--- src/common/loop_cfg.svh ---
`ifndef LOOP_CFG_SVH
`define LOOP_CFG_SVH

// Loop-back RAM address width and depth
`define LOOP_FIFO_ABITS 11
`define LOOP_FIFO_DEPTH (1 << `LOOP_FIFO_ABITS)

// High-speed bulk max packet size
`define MAX_PKT_BYTES 512

// Host side credits, also the producer staging depth
`define OUT_CREDITS 4

// Credits toward the IN sink
`define IN_CREDITS 4

// Endpoint readiness thresholds on the FIFO level
`define IN_READY_LEVEL 4
`define OUT_READY_LEVEL 1024

`endif

--- src/common/fifo_types_pkg.sv ---
`include "loop_cfg.svh"

package fifo_types_pkg;

  // Last flag in bit 8, byte below it
  typedef logic [8:0] fifo_word_t;

  // Fill level, one bit wider than the address so a full RAM fits
  typedef logic [`LOOP_FIFO_ABITS:0] level_t;

  // Credit counter, holds up to the full FIFO depth
  typedef logic [`LOOP_FIFO_ABITS:0] credit_t;

endpackage

--- src/common/usb_types_pkg.sv ---
package usb_types_pkg;

  // One byte on the bulk endpoints
  typedef logic [7:0] byte_t;

  // Byte count within one packet, covers the 512-byte limit
  typedef logic [9:0] pkt_len_t;

endpackage

--- src/bulk_out_rx/bulk_out_rx.sv ---
`timescale 1ns/1ps
`include "loop_cfg.svh"

module bulk_out_rx
  import usb_types_pkg::*;
  import fifo_types_pkg::*;
(
  input  logic       clock,
  input  logic       usb_reset,
  input  logic       configured_i,
  input  logic       out_valid_i,
  input  byte_t      out_data_i,
  input  logic       out_last_i,
  output logic       out_credit_o,
  output logic       push_o,
  output fifo_word_t push_word_o,
  input  logic       fifo_credit_i,
  output logic       pkt_err_o
);

  localparam int SABITS = $clog2(`OUT_CREDITS);
  localparam pkt_len_t LAST_IDX = pkt_len_t'(`MAX_PKT_BYTES - 1);

  // Staging queue, one slot per host credit
  byte_t stg_data [`OUT_CREDITS];
  logic  stg_last [`OUT_CREDITS];
  logic  stg_drop [`OUT_CREDITS];

  logic [SABITS-1:0] wr_ptr;
  logic [SABITS-1:0] rd_ptr;
  logic [SABITS:0]   stg_cnt;

  credit_t  fifo_cred;
  pkt_len_t pkt_cnt;
  logic     trunc_q;

  logic head_valid;
  logic head_last;
  logic discard;
  logic force_last;
  logic leave;

  assign head_valid = stg_cnt != '0;
  assign head_last  = stg_last[rd_ptr];
  // Unconfigured bytes and the tail of an oversize packet go nowhere
  assign discard    = stg_drop[rd_ptr] || trunc_q;
  assign force_last = pkt_cnt == LAST_IDX;

  assign push_o      = head_valid && !discard && fifo_cred != '0;
  assign leave       = head_valid && (discard || fifo_cred != '0);
  assign push_word_o = {head_last || force_last, stg_data[rd_ptr]};

  // Configuration is sampled as the byte arrives
  always_ff @(posedge clock) begin
    if (out_valid_i) begin
      stg_data[wr_ptr] <= out_data_i;
      stg_last[wr_ptr] <= out_last_i;
      stg_drop[wr_ptr] <= !configured_i;
    end
  end

  always_ff @(posedge clock) begin
    if (usb_reset) begin
      wr_ptr       <= '0;
      rd_ptr       <= '0;
      stg_cnt      <= '0;
      fifo_cred    <= credit_t'(`LOOP_FIFO_DEPTH);
      out_credit_o <= 1'b0;
      pkt_cnt      <= '0;
      trunc_q      <= 1'b0;
      pkt_err_o    <= 1'b0;
    end else begin
      out_credit_o <= leave;
      if (out_valid_i) begin
        wr_ptr <= wr_ptr + 1'b1;
      end
      if (leave) begin
        rd_ptr <= rd_ptr + 1'b1;
      end

      case ({out_valid_i, leave})
        2'b10:   stg_cnt <= stg_cnt + 1'b1;
        2'b01:   stg_cnt <= stg_cnt - 1'b1;
        default: stg_cnt <= stg_cnt;
      endcase

      case ({push_o, fifo_credit_i})
        2'b10:   fifo_cred <= fifo_cred - 1'b1;
        2'b01:   fifo_cred <= fifo_cred + 1'b1;
        default: fifo_cred <= fifo_cred;
      endcase

      if (push_o) begin
        if (head_last || force_last) begin
          pkt_cnt <= '0;
        end else begin
          pkt_cnt <= pkt_cnt + 1'b1;
        end
        // Exactly 512 bytes is legal, only a longer packet is an error
        if (force_last && !head_last) begin
          trunc_q   <= 1'b1;
          pkt_err_o <= 1'b1;
        end
      end else if (leave && head_last) begin
        pkt_cnt <= '0;
        trunc_q <= 1'b0;
      end
    end
  end

  // Host may only send while it holds a credit for a free slot
  assert property (@(posedge clock) disable iff (usb_reset)
    out_valid_i |-> stg_cnt < `OUT_CREDITS)
    else $error("bulk_out_rx: OUT byte with staging full");

endmodule

--- config.mk ---
export PLATFORM = sky130hd
export DESIGN_NAME = bulk_out_rx
export DESIGN_NICKNAME = d
export VERILOG_FILES = /design/src/common/fifo_types_pkg.sv /design/src/common/usb_types_pkg.sv /design/src/bulk_out_rx/bulk_out_rx.sv
export VERILOG_INCLUDE_DIRS = /design/src /design/src/common
export SDC_FILE = /design/constraint.sdc
export NUM_CORES = 1
export LEC_CHECK = 0
export BUFFER_PORTS_ARGS = -buffer_cell sky130_fd_sc_hd__buf_2
export CAP_MARGIN = 20
export CORE_MARGIN = 2
export CORE_UTILIZATION = 36
export CTS_BUF_LIST = sky130_fd_sc_hd__clkbuf_8
export CTS_CLUSTER_DIAMETER = 50
export CTS_CLUSTER_SIZE = 20
export DETAILED_ROUTE_END_ITERATION = 10
export SLEW_MARGIN = 5
export SYNTH_ARGS = -nofsm -noshare
export SYNTH_HDL_FRONTEND = slang
export SYNTH_SLANG_ARGS = --single-unit
--- constraint.sdc ---
create_clock -name clock -period 4 [get_ports clock]
set_clock_uncertainty 0.15 [all_clocks]
set_input_delay 0.4 -clock clock [delete_from_list [all_inputs] [get_ports clock]]
set_output_delay 0.4 -clock clock [all_outputs]
set_load 0.05 [all_outputs]
==> impl_metrics.yaml <==
outcome:
  outcome: "finished clean"
logic_synthesis:
  synth_top_cell_area_share_pct: 34.52
  async_flop_share_pct: 0
  synth_common_cells: "edfxtp_1 (40), dfxtp_1 (34), nor2_1 (25), nand2_1 (24), o21ai_0 (20)"
  synth_edf_count: 40
  yosysMostFrequentCell: "edfxtp_1"
  synth_cells: 296
  synth.distinct_cells: 48
  ys.warnings.count: 0
  ys_seq_area_share_pct: 54.08
  synth_area_leaders: "edfxtp_1 (35%), dfxtp_1 (20%), ha_1 (6.1%), mux4_1 (6.0%), o21ai_0 (2.9%)"
  synth-seq-cells: 74
  netlist_area_sq_um: 3480
  ys.flop_type: "edfxtp_1"
  avgSynthCellArea_sq_um: 11.76
  yosysTopAreaCell: "edfxtp_1"
  synth_nets: 329
sta:
  post-route-min-period_ns: 3.473
  max_freq_ghz: 0.2879
  fin_setup_tns_ns: 0
  finalHoldViolations: 0
  rsz0062_at_grt: "false"
  relSlewSlack_pct: 63.53
  setup_viol: 0
  tightestPinTransition_ns: 0.5470
  fin_crit_sh_pct: 86.83
  slew_violations: 0
cts:
  cts_buffers: 9
  cts_resized: 0
  clk_latency_ns: 0.36
  cts_hold_buffers: 0
  h-tree-depth: 3
  ctsRootBufferMaster: "clkbuf_8"
  clockBufferDepth: 2
  postCtsSetupBuffers: 0
  cts_tree: "done"
  path_clk_slew_ns: 0.10
  clock_sinks: 74
global_route:
  grt_pass1_vias: 2258
  grt_max_degree: 30
  antenna_found_initial: 0
  globalRoute.totalOverflow: 0
  grt_pass1_wl_um: 11040
  grt_use_total_pct: 13.82
finish:
  drive_gt1_share_pct: 15.62
  multi_input_area_sq_um: 1509
  fin_nets: 361
  antenna_cells: 0
  syn_to_final_growth_pct: 13.48
  seqCellArea_sq_um: 1882
  fillers: 883
flow_run:
  maxCapViolCount: 0
floorplanning:
  core_area_sq_um: 9328
  die_area_sq_um: 10470
  rows: 35
  start_util_pct: 37.30
  io_pins: 26
  fp.dieW_um: 102.3
  die_h_um: 102.3
detailed_routing:
  dr_wl_met3_um: 153
  num_vias: 2339
  drtPass1Iterations: 4
  dr_wl_met2_um: 3105
  routed_wl_um: 6627
  wl_met1_um: 3152
  vias_per_cell: 5.063
  wire_per_inst_um: 14.34
  drtAntennaViolNets: 0
  drc: 0
  top_layer: "met4"
  first_iter_violations: 104
critical_path:
  slowest_stage: "mux4_2"
  critPathLaunchType: "register"
  cpLargestDelayFamily: "multiplexers"
  endpoint_kind: "register"
  crit_required_ns: 4.15
  cp_max_fo: 7
  cp.arrival_ns: 3.62
  cp_slowest_stage_delay_ns: 0.54
  path_class: "register to register"
  worst-path-buf-inv: 2
  worstPathCellList: "mux4_2 > nor2_2 > nand2_1 > ha_1 > inv_1 > buf_4 > ha_1 > and2_1 > o21ai_0 > nor3_1 > mux2i_1 > o21ai_0 > mux2i_1"
pwr:
  p_per_area_nw_per_um2: 683.5
  irDropWorstVdd_v: 0.0002392
  power_leakage_nw: 1.503
  finalPower_mw: 2.699
hold_path:
  min_path_type: "input port to register"
placement:
  portBuffers: 25
  place_hpwl_um: 4638
  routabilityCongestion: 0.8800
worst register-to-register path, delay by kind of cell (launching register included):
family | cells | cell delay (ns)
AND/OR/NAND/NOR | 4 | 0.62
AO/OA/AOI/OAI | 2 | 0.47
buffers and inverters | 2 | 0.40
flip-flops | 1 | 0.36
multiplexers | 3 | 0.87
adder cells (fa/ha/maj) | 2 | 0.56
state kept, by name, summed over array words and instances (netlist names), 2 cells and up, named ones only:
name / count
rd_ptr: 2
fifo_cred: 12
stg_drop: 4
pkt_cnt: 10
stg_last: 4
stg_cnt: 3
wr_ptr: 2
stg_data: 32
area by class of cell:
| class | count | area share, % |
|---|---|---|
| sequential | 74 | 47.66 |
| multi-input combinational | 201 | 38.21 |
| tap | 129 | 4.087 |
| timing repair buffer | 29 | 3.929 |
| clock buffer | 9 | 3.137 |
| clock inverter | 7 | 1.743 |
| inverter | 13 | 1.236 |
placed cells by master (no fill, tap or decap), types with 5 or more instances in the layout:
cell type	count
nand2_1	24
dfxtp_1	34
buf_2	25
or3_1	7
clkbuf_8	9
a21oi_1	16
inv_6	5
o21ai_0	20
nor2_1	25
ha_1	17
nand3_1	9
mux4_1	8
edfxtp_1	40
and2_1	7
xor2_1	8
xnor2_1	5
inv_1	13
through the flow:
| stage | std cells | util [%] | area [sq um] | hold WS [ns] | worst slack, ns |
|---|---|---|---|---|---|
| after floorplan | 296 | - | 3480 | 0.3080 | 0.6594 |
| after global placement | 446 | 40.27 | 3756 | 0.2944 | 0.5919 |
| after detailed placement | 446 | 40.27 | 3756 | 0.3056 | 0.5350 |
| after CTS | 462 | 42.33 | 3949 | 0.09119 | 0.5358 |
| after global routing | 462 | 42.33 | 3949 | 0.08585 | 0.1874 |
| final | 462 | 42.33 | 3949 | 0.1046 | 0.5268 |
logic make-up after synthesis:
family                     share of synthesized area, %
DFF                                               54.08
xor gates and xnor gates                          3.272
muxes                                             8.810
AOI/OAI and AO/OA                                 10.25
adders and majority gates                         7.264
buffers and inverters                             2.553
and+or+nand+nor                                   13.77
layer usage:
metal	track usage, %	vias up
li1	-	1171
met1	18.20	1115
met2	21.15	38
met3	2.736	15
met4	8.205	0
met5	0	-
report_power, final:
part           switching (mW)  internal [mW]
clock network           0.315          0.242
logic                   0.723          0.445
registers              0.0733          0.900
total                    1.11           1.59
final timing paths:
path / slack, ns / endpoint / cells past startpoint / from
worst max-delay path: 0.53 / fifo_cred[11]$_SDFFE_PP1P_ / 13 / register
worst min-delay path: 0.10 / stg_data[1][5]$_DFFE_PP_ / 1 / out_data_i[5]
worst max register to register: 0.53 / fifo_cred[11]$_SDFFE_PP1P_ / 13 / register
worst min register to register: 0.31 / pkt_err_o$_SDFFE_PP0P_ / 2 / pkt_err_o$_SDFFE_PP0P_
(Power assumes the default switching activity.)
