### config.mk
export PLATFORM = sky130hd
export DESIGN_NAME = bulk_in_tx
export DESIGN_NICKNAME = d
export VERILOG_FILES = /design/src/common/fifo_types_pkg.sv /design/src/common/usb_types_pkg.sv /design/src/verilog/bulk_in_tx.sv
export VERILOG_INCLUDE_DIRS = /design/src /design/src/common
export SDC_FILE = /design/constraint.sdc
export NUM_CORES = 1
export LEC_CHECK = 0
export BUFFER_PORTS_ARGS = -buffer_cell sky130_fd_sc_hd__buf_2
export CORE_AREA = 4 4 60 84
export DETAILED_ROUTE_END_ITERATION = 10
export DIE_AREA = 0 0 64 88
export GPL_TIMING_DRIVEN = 0
export PLACE_DENSITY = 0.71
export SYNTH_ARGS = -nofsm -noshare
export SYNTH_HDL_FRONTEND = slang
export SYNTH_SLANG_ARGS = --single-unit
### constraint.sdc
create_clock -name clock -period 7.1 [get_ports clock]
set_input_delay 1.42 -clock clock [delete_from_list [all_inputs] [get_ports clock]]
set_output_delay 1.42 -clock clock [all_outputs]
set_load 0.02 [all_outputs]
### src/common/loop_cfg.svh
`ifndef LOOP_CFG_SVH
`define LOOP_CFG_SVH

// Loop-back RAM address width and depth
`define LOOP_FIFO_ABITS 11
`define LOOP_FIFO_DEPTH (1 << `LOOP_FIFO_ABITS)

// High-speed bulk max packet size
`define MAX_PKT_BYTES 512

// Host side credits, also the producer staging depth
`define OUT_CREDITS 4

// Credits toward the IN sink
`define IN_CREDITS 4

// Endpoint readiness thresholds on the FIFO level
`define IN_READY_LEVEL 4
`define OUT_READY_LEVEL 1024

`endif

### src/common/fifo_types_pkg.sv
`include "loop_cfg.svh"

package fifo_types_pkg;

  // Last flag in bit 8, byte below it
  typedef logic [8:0] fifo_word_t;

  // Fill level, one bit wider than the address so a full RAM fits
  typedef logic [`LOOP_FIFO_ABITS:0] level_t;

  // Credit counter, holds up to the full FIFO depth
  typedef logic [`LOOP_FIFO_ABITS:0] credit_t;

endpackage

### src/common/usb_types_pkg.sv
package usb_types_pkg;

  // One byte on the bulk endpoints
  typedef logic [7:0] byte_t;

  // Byte count within one packet, covers the 512-byte limit
  typedef logic [9:0] pkt_len_t;

endpackage

### src/verilog/bulk_in_tx.sv
`timescale 1ns/1ps
`include "loop_cfg.svh"

module bulk_in_tx
  import usb_types_pkg::*;
  import fifo_types_pkg::*;
(
  input  logic        clock,
  input  logic        usb_reset,
  output logic        pop_o,
  input  logic        not_empty_i,
  input  logic        rd_valid_i,
  input  fifo_word_t  rd_word_i,
  output logic        in_valid_o,
  output byte_t       in_data_o,
  output logic        in_last_o,
  input  logic        in_credit_i,
  output logic [15:0] in_pkt_count_o
);

  // Credit is taken at the pop, so reads in flight are covered
  credit_t in_cred;

  assign pop_o = not_empty_i && in_cred != '0;

  always_ff @(posedge clock) begin
    if (usb_reset) begin
      in_cred        <= credit_t'(`IN_CREDITS);
      in_valid_o     <= 1'b0;
      in_pkt_count_o <= '0;
    end else begin
      in_valid_o <= rd_valid_i;

      case ({pop_o, in_credit_i})
        2'b10:   in_cred <= in_cred - 1'b1;
        2'b01:   in_cred <= in_cred + 1'b1;
        default: in_cred <= in_cred;
      endcase

      // Packet done when its last byte goes out
      if (rd_valid_i && rd_word_i[8]) begin
        in_pkt_count_o <= in_pkt_count_o + 1'b1;
      end
    end
  end

  always_ff @(posedge clock) begin
    if (rd_valid_i) begin
      in_data_o <= rd_word_i[7:0];
      in_last_o <= rd_word_i[8];
    end
  end

  // Sink never hands back more credits than were spent
  assert property (@(posedge clock) disable iff (usb_reset)
    in_cred <= `IN_CREDITS)
    else $error("bulk_in_tx: IN credit overflow");

endmodule

==> reports/qor.tcl, run 1 <==
set qor(postSynth.topFlopCell) {dfxtp_1}
set qor(synthTopCellsByCount) {dfxtp_1 (29), nand2_1 (23), nor2_1 (17)}
set qor(grt_pass1_wl_mm) 7.46
set qor(worst_ir_drop_vdd_mv) 0.137
set qor(synth_warnings) 0
set qor(place.detailed.hpwl_mm) 3.23
set qor(first_global_vias) 1674
set qor(synthToLayoutAreaGrowth_pct) 18.6
set qor(cts_hold_repair.buffers) 0
set qor(portBuffers) 40
set qor(drive_gt1_share_pct) 22.1
set qor(p_leak_nw) 0.987
set qor(crit_path_end_kind) {flip-flop}
set qor(postCtsResizedCells) 0
set qor(yosys.cell_count.top_type) {dfxtp_1}
set qor(ys_async_sr_fraction_pct) 0
set qor(arrival_ns) 3.77
set qor(timing_max_transition_violations_final) 0
set qor(ctsHtreeMaxLevel) 2
set qor(io-pin-count) 41
set qor(cts_made_buffers) 5
set qor(gr_usage_total_pct) 16.6
set qor(routedWlPerCell_um) 13.2
set qor(max_slew.worst_pin.slew_ns) 0.569
set qor(outcome) {completed}
set qor(setup_viol_count_final) 0
set qor(cts.reportedPaths.clkPinSlew_ns) 0.08
set qor(start_util_pct) 46.9
set qor(die-area_um2) 5630
set qor(floorplan.rows) 28
set qor(clkSinkCount) 38
set qor(route.detailed.vias_per_inst) 5.36
set qor(seq_area_frac_synth_pct) 42.8
set qor(die_height_um) 88
set qor(synth_fp_nets) 242
set qor(layout.core_utilization_pct) 55.6
set qor(fp.dieW_um) 64
set qor(finalWorstPathRequiredPeriod_ns) 3.56
set qor(final_design_area_no_fill_um2) 2360
set qor(cts_tree) {done}
set qor(antenna-diode-count) 0
set qor(cp-start-kind) {primary input}
set qor(drt_drc_violations_left) 0
set qor(fin_worst_skew_ns) 0.00788
set qor(max_clock_freq_mhz) 281
set qor(synth.area.top_cells) {dfxtp_1 (29%), edfxtp_1 (14%), ha_1 (7.6%), xnor2_1 (6.2%), nand2_1 (4.3%)}
set qor(cts.path.max_buffers) 2
set qor(synthesis.area_um2) 1990
set qor(timing.max_slew.rel_slack_pct) 62.1
set qor(yosys.area.top_type_share_pct) 29.2
set qor(placedCellCount) 315
set qor(pin_count_of_the_biggest_net_entering_global_routing) 14
set qor(post-cts-setup-buffers) 0
set qor(dr_total_vias) 1731
set qor(placeableCoreArea_um2) 4240
set qor(antenna_found_initial) 0
set qor(synth.ff_latch_count) 38
set qor(fin_crit_sh_pct) 50.2
set qor(nets) 289
set qor(synthesis.instances) 215
set qor(n_fill_cell) 392
set qor(critPathRequiredTime_ns) 7.31
set qor(post_dp_cell_area_um2) 2260
set qor(unrepaired_setup_endpoints_after_global_routing) {no}
set qor(most_area_hungry_cell_type_in_the_yosys_netlist) {dfxtp_1}
set qor(synth-edff-count) 9
set qor(final_hold_viol_count) 0
set qor(worst_hold_path_type) {reg2reg}
set qor(drt_iter0_markers) 83
set qor(worst-setup-path-type) {in2reg}
set qor(pwr_density_cell_nw_per_um2) 302
set qor(global_route_congestion_overflow_total) 0
set qor(clkLatencyLatePin_ns) 0.29
set qor(synth_area_per_cell_um2) 9.25
set qor(timing.max_cap.violations) 0
set qor(stdcell_count) 323
set qor(tns_ns) 0
set qor(drt-pass1-iter-count) 4
set qor(ant_nets) 0
set qor(globalplace.congestion) 0.830
set qor(wirelength_mm) 4.28
set qor(clock_tree.root_cell) {clkbuf_8}
set qor(critical_path_peak_fanout) 13
set qor(synth.lib_cells_used.distinct) 43
==> area by class of cell <==
class                   instances  area (um2)  area share, %
multi-input cells             157        1040           44.3
flip-flops and latches         38         851           36.1
plain buffers                  10        55.1           2.33
clock inverters                 2        12.5          0.531
inverters                      10        37.5           1.59
clock buffers                   6        82.6           3.50
well taps                      60        75.1           3.18
repair buffers                 40         200           8.49
==> worst paths after layout <==
check,from,end,slack [ns],cells past startpoint
worst max register to register,in_cred[11],in_cred[10],3.86,11
worst min-delay path,in_cred[3],in_cred[3],0.49,2
worst min register to register,in_cred[3],in_cred[3],0.49,2
worst max-delay path,not_empty_i,in_cred[10],3.54,10
==> flip-flops by register name, summed over array words and instances (netlist names) <==
signal and flops:
in_pkt_count_o 16, in_cred 12, in_data_o 8, in_last_o 1
in_valid_o 1
==> power by group <==
group | switching, mW | internal (mW)
sequential | 0.0267 | 0.250
combinational | 0.157 | 0.121
clock | 0.0796 | 0.0781
total | 0.263 | 0.450
==> kinds of logic (layout without fill, tap and decap cells) <==
kind of cell / count (synthesis) / after routing / synth area share [%]
DFF: 38 / 38 / 42.8
buffers and inverters: 20 / 68 / 4.66
AOI/OAI and AO/OA: 42 / 42 / 13.2
adders and majority gates: 13 / 13 / 8.56
xor gates and xnor gates: 19 / 19 / 8.37
muxes: 3 / 3 / 1.57
and+or+nand+nor: 80 / 80 / 20.8
==> worst max-delay path, stage by stage <==
cell and delay, ns:
buf_2 0.07, nand2_1 0.05, ha_1 0.23, inv_1 0.36
ha_1 0.38, a21o_1 0.18, a221oi_1 0.50, o21ai_0 0.21
xnor2_1 0.16, a211oi_1 0.21
==> metrics by stage <==
step           hold slack [ns]  setup WS (ns)  total power, mW
2_1_floorplan            0.458           3.66            0.495
3_3_place_gp             0.477           3.29            0.550
3_5_place_dp             0.482           3.21            0.556
4_1_cts                  0.497           3.55            0.714
5_1_grt                  0.522           3.37            0.763
6_report                 0.495           3.54            0.713
==> metal layers <==
layer	track usage, %	part of all wire [%]	wire length, um
met5	0	0	0
met4	8.06	2.5	109
met3	3.47	3.7	158
met2	31.0	53	2260
met1	17.6	41	1750
==> cell usage in the layout, fill, tap and decap left out, types with 5 or more instances in the layout <==
master    count
xnor2_1      14
inv_1         9
xor2_1        5
a21oi_1      14
dfxtp_1      29
nor3_1        5
clkbuf_8      7
nand3_1       7
nor2_1       17
nand2_1      23
buf_2        40
edfxtp_1      9
clkbuf_1      8
or3_1         5
o21ai_0       6
ha_1         12
a21o_1        5
nand4_1       7
No activity file was read; power rests on OpenSTA's default activity.
==> run 2: changes to the inputs <==
==> constraint.sdc (replaced) <==
create_clock -name clock -period 3.3 [get_ports clock]
set_input_delay 0.66 -clock clock [delete_from_list [all_inputs] [get_ports clock]]
set_output_delay 0.66 -clock clock [all_outputs]
set_load 0.02 [all_outputs]
==> reports/qor.tcl, run 2 (synthesis gave the netlist of run 1 again) <==
set qor(gr_usage_total_pct) 16.6 ;# unchanged
set qor(pin_count_of_the_biggest_net_entering_global_routing) 14 ;# unchanged
set qor(route.detailed.vias_per_inst) 5.37 ;# +0.12%
set qor(setup_viol_count_final) 0 ;# unchanged
set qor(cp-start-kind) {flip-flop}
set qor(io-pin-count) 41 ;# unchanged
set qor(max_slew.worst_pin.slew_ns) 0.556 ;# -0.0127 ns
set qor(dp_slack_ns) 0.0372 ;# -3.17 ns
set qor(postCtsResizedCells) 0 ;# unchanged
set qor(routedWlPerCell_um) 13.5 ;# +1.8%
set qor(clkSinkCount) 38 ;# unchanged
set qor(fp.dieW_um) 64 ;# unchanged
set qor(tns_ns) 0 ;# unchanged
set qor(reg_top3) {in_pkt_count_o (16), in_cred (12), in_data_o (8)}
set qor(dr_total_vias) 1733 ;# +0.12%
set qor(post_dp_cell_area_um2) 2260 ;# unchanged
set qor(drt_iter0_markers) 85 ;# +2.4%
set qor(timing.max_cap.violations) 0 ;# unchanged
set qor(stdcell_count) 323 ;# unchanged
set qor(die-area_um2) 5630 ;# unchanged
set qor(final_hold_viol_count) 0 ;# unchanged
set qor(post-route-worst-setup-slack_ns) 0.176 ;# -3.36 ns
set qor(p_leak_nw) 0.989 ;# +0.24%
set qor(wirelength_mm) 4.36 ;# +1.8%
set qor(timing.max_slew.rel_slack_pct) 62.9 ;# +0.85 points
set qor(start_util_pct) 46.9 ;# unchanged
set qor(pwr_density_cell_nw_per_um2) 656 ;# +120%
set qor(layout.cells.most_common) {buf_2}
set qor(report.power.total_mw) 1.55 ;# +120%
set qor(antenna-diode-count) 0 ;# unchanged
set qor(clkLatencyLatePin_ns) 0.29 ;# about the same
set qor(globalplace.congestion) 0.830 ;# unchanged
set qor(worst_hold_margin_ns) 0.497 ;# +0.00160 ns
set qor(top_register) {in_pkt_count_o}
set qor(synthToLayoutAreaGrowth_pct) 19.1
set qor(layout.cells.most_common_list) {buf_2 (40), dfxtp_1 (29), nand2_1 (23)}
set qor(footprint_of_the_multi_input_gates_um2) 1050 ;# +0.96%
set qor(portBuffers) 40 ;# unchanged
set qor(placedCellCount) 315 ;# unchanged
set qor(drt_drc_violations_left) 0 ;# unchanged
set qor(global_route_congestion_overflow_total) 0 ;# unchanged
set qor(timing_max_transition_violations_final) 0 ;# unchanged
set qor(min_path_cells) 2 ;# unchanged
set qor(cts_made_buffers) 5 ;# unchanged
set qor(worst-r2r-cell-count) 11 ;# unchanged
set qor(cts_hold_repair.buffers) 0 ;# unchanged
set qor(max_clock_freq_mhz) 320
set qor(worst_ir_drop_vdd_mv) 0.304 ;# +120%
set qor(nets) 289 ;# unchanged
set qor(worst_hold_path_type) {reg2reg}
set qor(critPathRequiredTime_ns) 3.51 ;# -3.80 ns
set qor(cts_tree) {done}
set qor(place.detailed.hpwl_mm) 3.23 ;# unchanged
set qor(clock_tree.root_cell) {clkbuf_8}
set qor(outcome) {completed}
set qor(arrival_ns) 3.33 ;# -0.44 ns
set qor(cts.path.max_buffers) 2 ;# unchanged
set qor(crit_path_end_kind) {flip-flop}
set qor(final_design_area_no_fill_um2) 2370 ;# +0.42%
set qor(drive_gt1_share_pct) 22.8 ;# +0.76 points
set qor(cts.reportedPaths.clkPinSlew_ns) 0.08 ;# about the same
set qor(layout.core_utilization_pct) 55.9 ;# +0.24 points
set qor(placeableCoreArea_um2) 4240 ;# unchanged
set qor(antenna_found_initial) 0 ;# unchanged
set qor(worst-setup-path-type) {reg2reg}
set qor(ctsHtreeMaxLevel) 2 ;# unchanged
set qor(fin_crit_sh_pct) 94.7
set qor(ant_nets) 0 ;# unchanged
set qor(n_fill_cell) 395 ;# +0.77%
set qor(floorplan.rows) 28 ;# unchanged
set qor(first_global_vias) 1674 ;# unchanged
set qor(drt-pass1-iter-count) 4 ;# unchanged
set qor(largest_register_ffs) 16 ;# unchanged
set qor(finalWorstPathRequiredPeriod_ns) 3.12
set qor(die_height_um) 88 ;# unchanged
set qor(fin_worst_skew_ns) 0.00769 ;# -0.000195 ns
set qor(post-cts-setup-buffers) 0 ;# unchanged
set qor(grt_pass1_wl_mm) 7.46 ;# unchanged
set qor(critical_path_peak_fanout) 13 ;# unchanged
set qor(regArea_um2) 851 ;# unchanged
set qor(worst-r2r-setup-slack_ns) 0.18 ;# -3.68 ns
run 2: layer usage:
metal	up-vias	part of all wire (%)	global-route usage (%)
met1	819	40	17.6
li1	864	-	-
met4	0	2.6	8.06
met3	11	3.9	3.47
met2	39	53	31.0
met5	-	0	0
run 2: worst paths after layout:
kind          startpoint     endpoint
max          in_cred[11]  in_cred[10]
min           in_cred[3]   in_cred[3]
max reg2reg  in_cred[11]  in_cred[10]
min reg2reg   in_cred[3]   in_cred[3]
run 2: area by class of cell:
class	count	area share (%)
Clock inverter	2	0.528
Timing Repair Buffer	40	8.45
Buffer	10	2.32
Multi-Input combinational cell	157	44.5
Sequential cell	38	35.9
Tap cell	60	3.17
Clock buffer	6	3.49
Inverter	10	1.58
run 2: where the power goes:
group | internal (mW) | switching, mW | total [mW] | leakage [nW]
sequential | 0.538 | 0.0582 | 0.597 | 0.325
combinational | 0.268 | 0.350 | 0.618 | 0.617
clock | 0.168 | 0.170 | 0.338 | 0.0472
total | 0.975 | 0.578 | 1.55 | 0.989
run 2: critical path: stages (launching register included):
cell,delay [ns]
dfxtp_1,0.38
nor4_1,0.37
nand3_1,0.14
nand2_1,0.11
ha_1,0.19
inv_1,0.24
fa_1,0.47
a21o_1,0.23
a221oi_2,0.37
o21ai_0,0.18
xnor2_1,0.15
a211oi_1,0.21
==> run 3: changes to the inputs <==
--- a/config.mk
+++ b/config.mk
@@ -6,7 +6,7 @@
 export SDC_FILE = /design/constraint.sdc
 export NUM_CORES = 1
 export LEC_CHECK = 0
-export BUFFER_PORTS_ARGS = -buffer_cell sky130_fd_sc_hd__buf_2
+export BUFFER_PORTS_ARGS = -buffer_cell sky130_fd_sc_hd__buf_4
 export CORE_AREA = 4 4 60 84
 export DETAILED_ROUTE_END_ITERATION = 10
 export DIE_AREA = 0 0 64 88
==> constraint.sdc (replaced) <==
create_clock -name clock -period 3.3 [get_ports clock]
set_input_delay 0.66 -clock clock [delete_from_list [all_inputs] [get_ports clock]]
set_output_delay 0.66 -clock clock [all_outputs]
set_load 0.01 [all_outputs]
==> reports/qor.tcl, run 3 (synthesis gave the netlist of run 1 again) <==
set qor(routedWlPerCell_um) 13.4 ;# -0.46%
set qor(clkLatencyLatePin_ns) 0.29 ;# about the same
set qor(end_of_the_worst_hold_path) {in_cred[4]}
set qor(drive_gt1_share_pct) 22.4 ;# -0.38 points
set qor(cts.path.max_buffers) 2 ;# unchanged
set qor(worst-r2r-cell-count) 11 ;# unchanged
set qor(crit_path_end_kind) {flip-flop}
set qor(grt_pass1_wl_mm) 7.18 ;# -3.7%
set qor(cp-start-kind) {flip-flop}
set qor(ant_nets) 0 ;# unchanged
set qor(n_fill_cell) 369 ;# -6.6%
set qor(max_clock_freq_mhz) 326 ;# +1.8%
set qor(timing_max_transition_violations_final) 0 ;# unchanged
set qor(globalplace.congestion) 0.909 ;# +9.5%
set qor(footprint_of_the_multi_input_gates_um2) 1050 ;# -0.36%
set qor(gr_usage_total_pct) 16.6 ;# -0.081 points
set qor(die_height_um) 88 ;# unchanged
set qor(cts_tree) {done}
set qor(regArea_um2) 851 ;# unchanged
set qor(critPathRequiredTime_ns) 3.48 ;# -0.03 ns
set qor(min_path_cells) 2 ;# unchanged
set qor(worst_hold_path_type) {reg2reg}
set qor(wirelength_mm) 4.34 ;# -0.46%
set qor(drt-pass1-iter-count) 4 ;# unchanged
set qor(drt_iter0_markers) 71 ;# -16%
set qor(placeableCoreArea_um2) 4240 ;# unchanged
set qor(post-cts-setup-buffers) 0 ;# unchanged
set qor(die-area_um2) 5630 ;# unchanged
set qor(worstHoldStart) {in_cred[4]}
set qor(pwr_density_cell_nw_per_um2) 659 ;# +0.51%
set qor(final_hold_viol_count) 0 ;# unchanged
set qor(layout.cells.most_common_list) {buf_4 (40), dfxtp_1 (29), nand2_1 (23)}
set qor(placedCellCount) 315 ;# unchanged
set qor(pin_count_of_the_biggest_net_entering_global_routing) 14 ;# unchanged
set qor(critical_path_peak_fanout) 13 ;# unchanged
set qor(top_register) {in_pkt_count_o}
set qor(finalWorstPathRequiredPeriod_ns) 3.07 ;# -0.0546 ns
set qor(clkSinkCount) 38 ;# unchanged
set qor(unrepaired_setup_endpoints_after_global_routing) {yes}
set qor(antenna_found_initial) 0 ;# unchanged
set qor(top_usage_layer) {met2}
set qor(dr_total_vias) 1684 ;# -2.8%
set qor(antenna-diode-count) 0 ;# unchanged
set qor(grt.met1_usage_pct) 17.3 ;# -0.24 points
set qor(timing.rr.end) {in_cred[9]}
set qor(io-pin-count) 41 ;# unchanged
set qor(ctsHtreeMaxLevel) 2 ;# unchanged
set qor(p_leak_nw) 1.03 ;# +3.7%
set qor(stdcell_count) 323 ;# unchanged
set qor(global_route_congestion_overflow_total) 0 ;# unchanged
set qor(largest_register_ffs) 16 ;# unchanged
set qor(cts_made_buffers) 5 ;# unchanged
set qor(worst-r2r-setup-slack_ns) 0.23 ;# +0.05 ns
set qor(worst-setup-path-type) {reg2reg}
set qor(fp.dieW_um) 64 ;# unchanged
set qor(timing.max_cap.violations) 0 ;# unchanged
set qor(start_util_pct) 46.9 ;# unchanged
set qor(setup_viol_count_final) 0 ;# unchanged
set qor(nets) 289 ;# unchanged
set qor(worst_r2r_startpoint) {in_cred[11]}
set qor(timing.max_slew.rel_slack_pct) 62.1 ;# -0.84 points
set qor(floorplan.rows) 28 ;# unchanged
set qor(arrival_ns) 3.25 ;# -0.08 ns
set qor(global_route_track_usage_on_met2_pct) 30.7 ;# -0.38 points
set qor(report.power.total_mw) 1.65 ;# +6.2%
set qor(outcome) {completed}
set qor(grt_use_met3_pct) 3.72 ;# +0.26 points
set qor(tns_ns) 0 ;# unchanged
set qor(portBuffers) 40 ;# unchanged
set qor(place.detailed.hpwl_mm) 3.18 ;# -1.6%
set qor(first_global_vias) 1545 ;# -7.7%
set qor(clock_tree.root_cell) {clkbuf_8}
set qor(drt_drc_violations_left) 0 ;# unchanged
set qor(max_slew.worst_pin.slew_ns) 0.569 ;# +0.0126 ns
set qor(fin_crit_sh_pct) 93.0 ;# -1.7 points
set qor(fin_worst_skew_ns) 0.00531 ;# -0.00238 ns
set qor(reg_top3) {in_pkt_count_o (16), in_cred (12), in_data_o (8)}
set qor(layout.cells.most_common) {buf_4}
set qor(synthToLayoutAreaGrowth_pct) 25.9
set qor(route.detailed.vias_per_inst) 5.21 ;# -2.8%
set qor(cts.reportedPaths.clkPinSlew_ns) 0.08 ;# about the same
set qor(worst_ir_drop_vdd_mv) 0.325 ;# +7.2%
## run 3: cell type report
class	instances	share of cell area, %
multi-input combinational	157	42.0
sequential	38	34.0
timing repair buffer	40	12.0
clock buffer	6	3.75
tap	60	3.00
buffer	10	2.20
clock inverter	2	1.55
inverter	10	1.50
## run 3: worst max path at each step
stage / depth (start not counted) / startpoint / slack [ns] / end
6_report: 11 / in_cred[11] / 0.23 / in_cred[9]
5_1_grt: 11 / in_cred[11] / -0.03 / in_cred[9]
4_1_cts: 11 / in_cred[11] / 0.04 / in_cred[10]
3_5_place_dp: 11 / in_cred[11] / 0.04 / in_cred[10]
3_3_place_gp: 11 / in_cred[11] / 0.11 / in_cred[10]
2_1_floorplan: 11 / in_cred[0] / 0.55 / in_cred[10]
## run 3: per-stage QoR
step                      instance area (um2)  worst slack, ns  hold slack [ns]  util (%)
after floorplan                          1990            0.550            0.458         -
final                                    2500            0.231            0.497      59.0
after global routing                     2500          -0.0343            0.517      59.0
after detailed placement                 2360           0.0422            0.484      55.8
after CTS                                2500           0.0409            0.499      58.9
after global placement                   2360            0.106            0.479      55.8
## run 3: power breakdown
| group | switching (mW) | internal, mW | leakage [nW] | total (mW) |
|---|---|---|---|---|
| combinational | 0.330 | 0.277 | 0.635 | 0.607 |
| sequential | 0.0542 | 0.538 | 0.325 | 0.593 |
| clock | 0.177 | 0.273 | 0.0665 | 0.449 |
| total | 0.561 | 1.09 | 1.03 | 1.65 |
## run 3: what timing repair did
action | 4_1_cts | 5_1_grt
endpoints found under the hold margin | 0 | 0
endpoints found under the setup margin | 0 | 3
hold buffers | 0 | 0
resized for setup | 0 | 1
## run 3: critical path, cell delays in order, from the launching register on
cell,delay (ns)
dfxtp_1,0.37
nor4_1,0.35
nand3_1,0.13
nand2_1,0.11
ha_1,0.19
inv_1,0.23
ha_1,0.37
a211oi_1,0.33
o21ai_1,0.17
a31oi_1,0.28
nor3_1,0.08
or3_1,0.34
## run 3: routing by layer
layer	vias up	routed length (um)
met5	-	0
met4	0	94
met3	7	138
met2	29	2330
met1	784	1770
li1	864	-
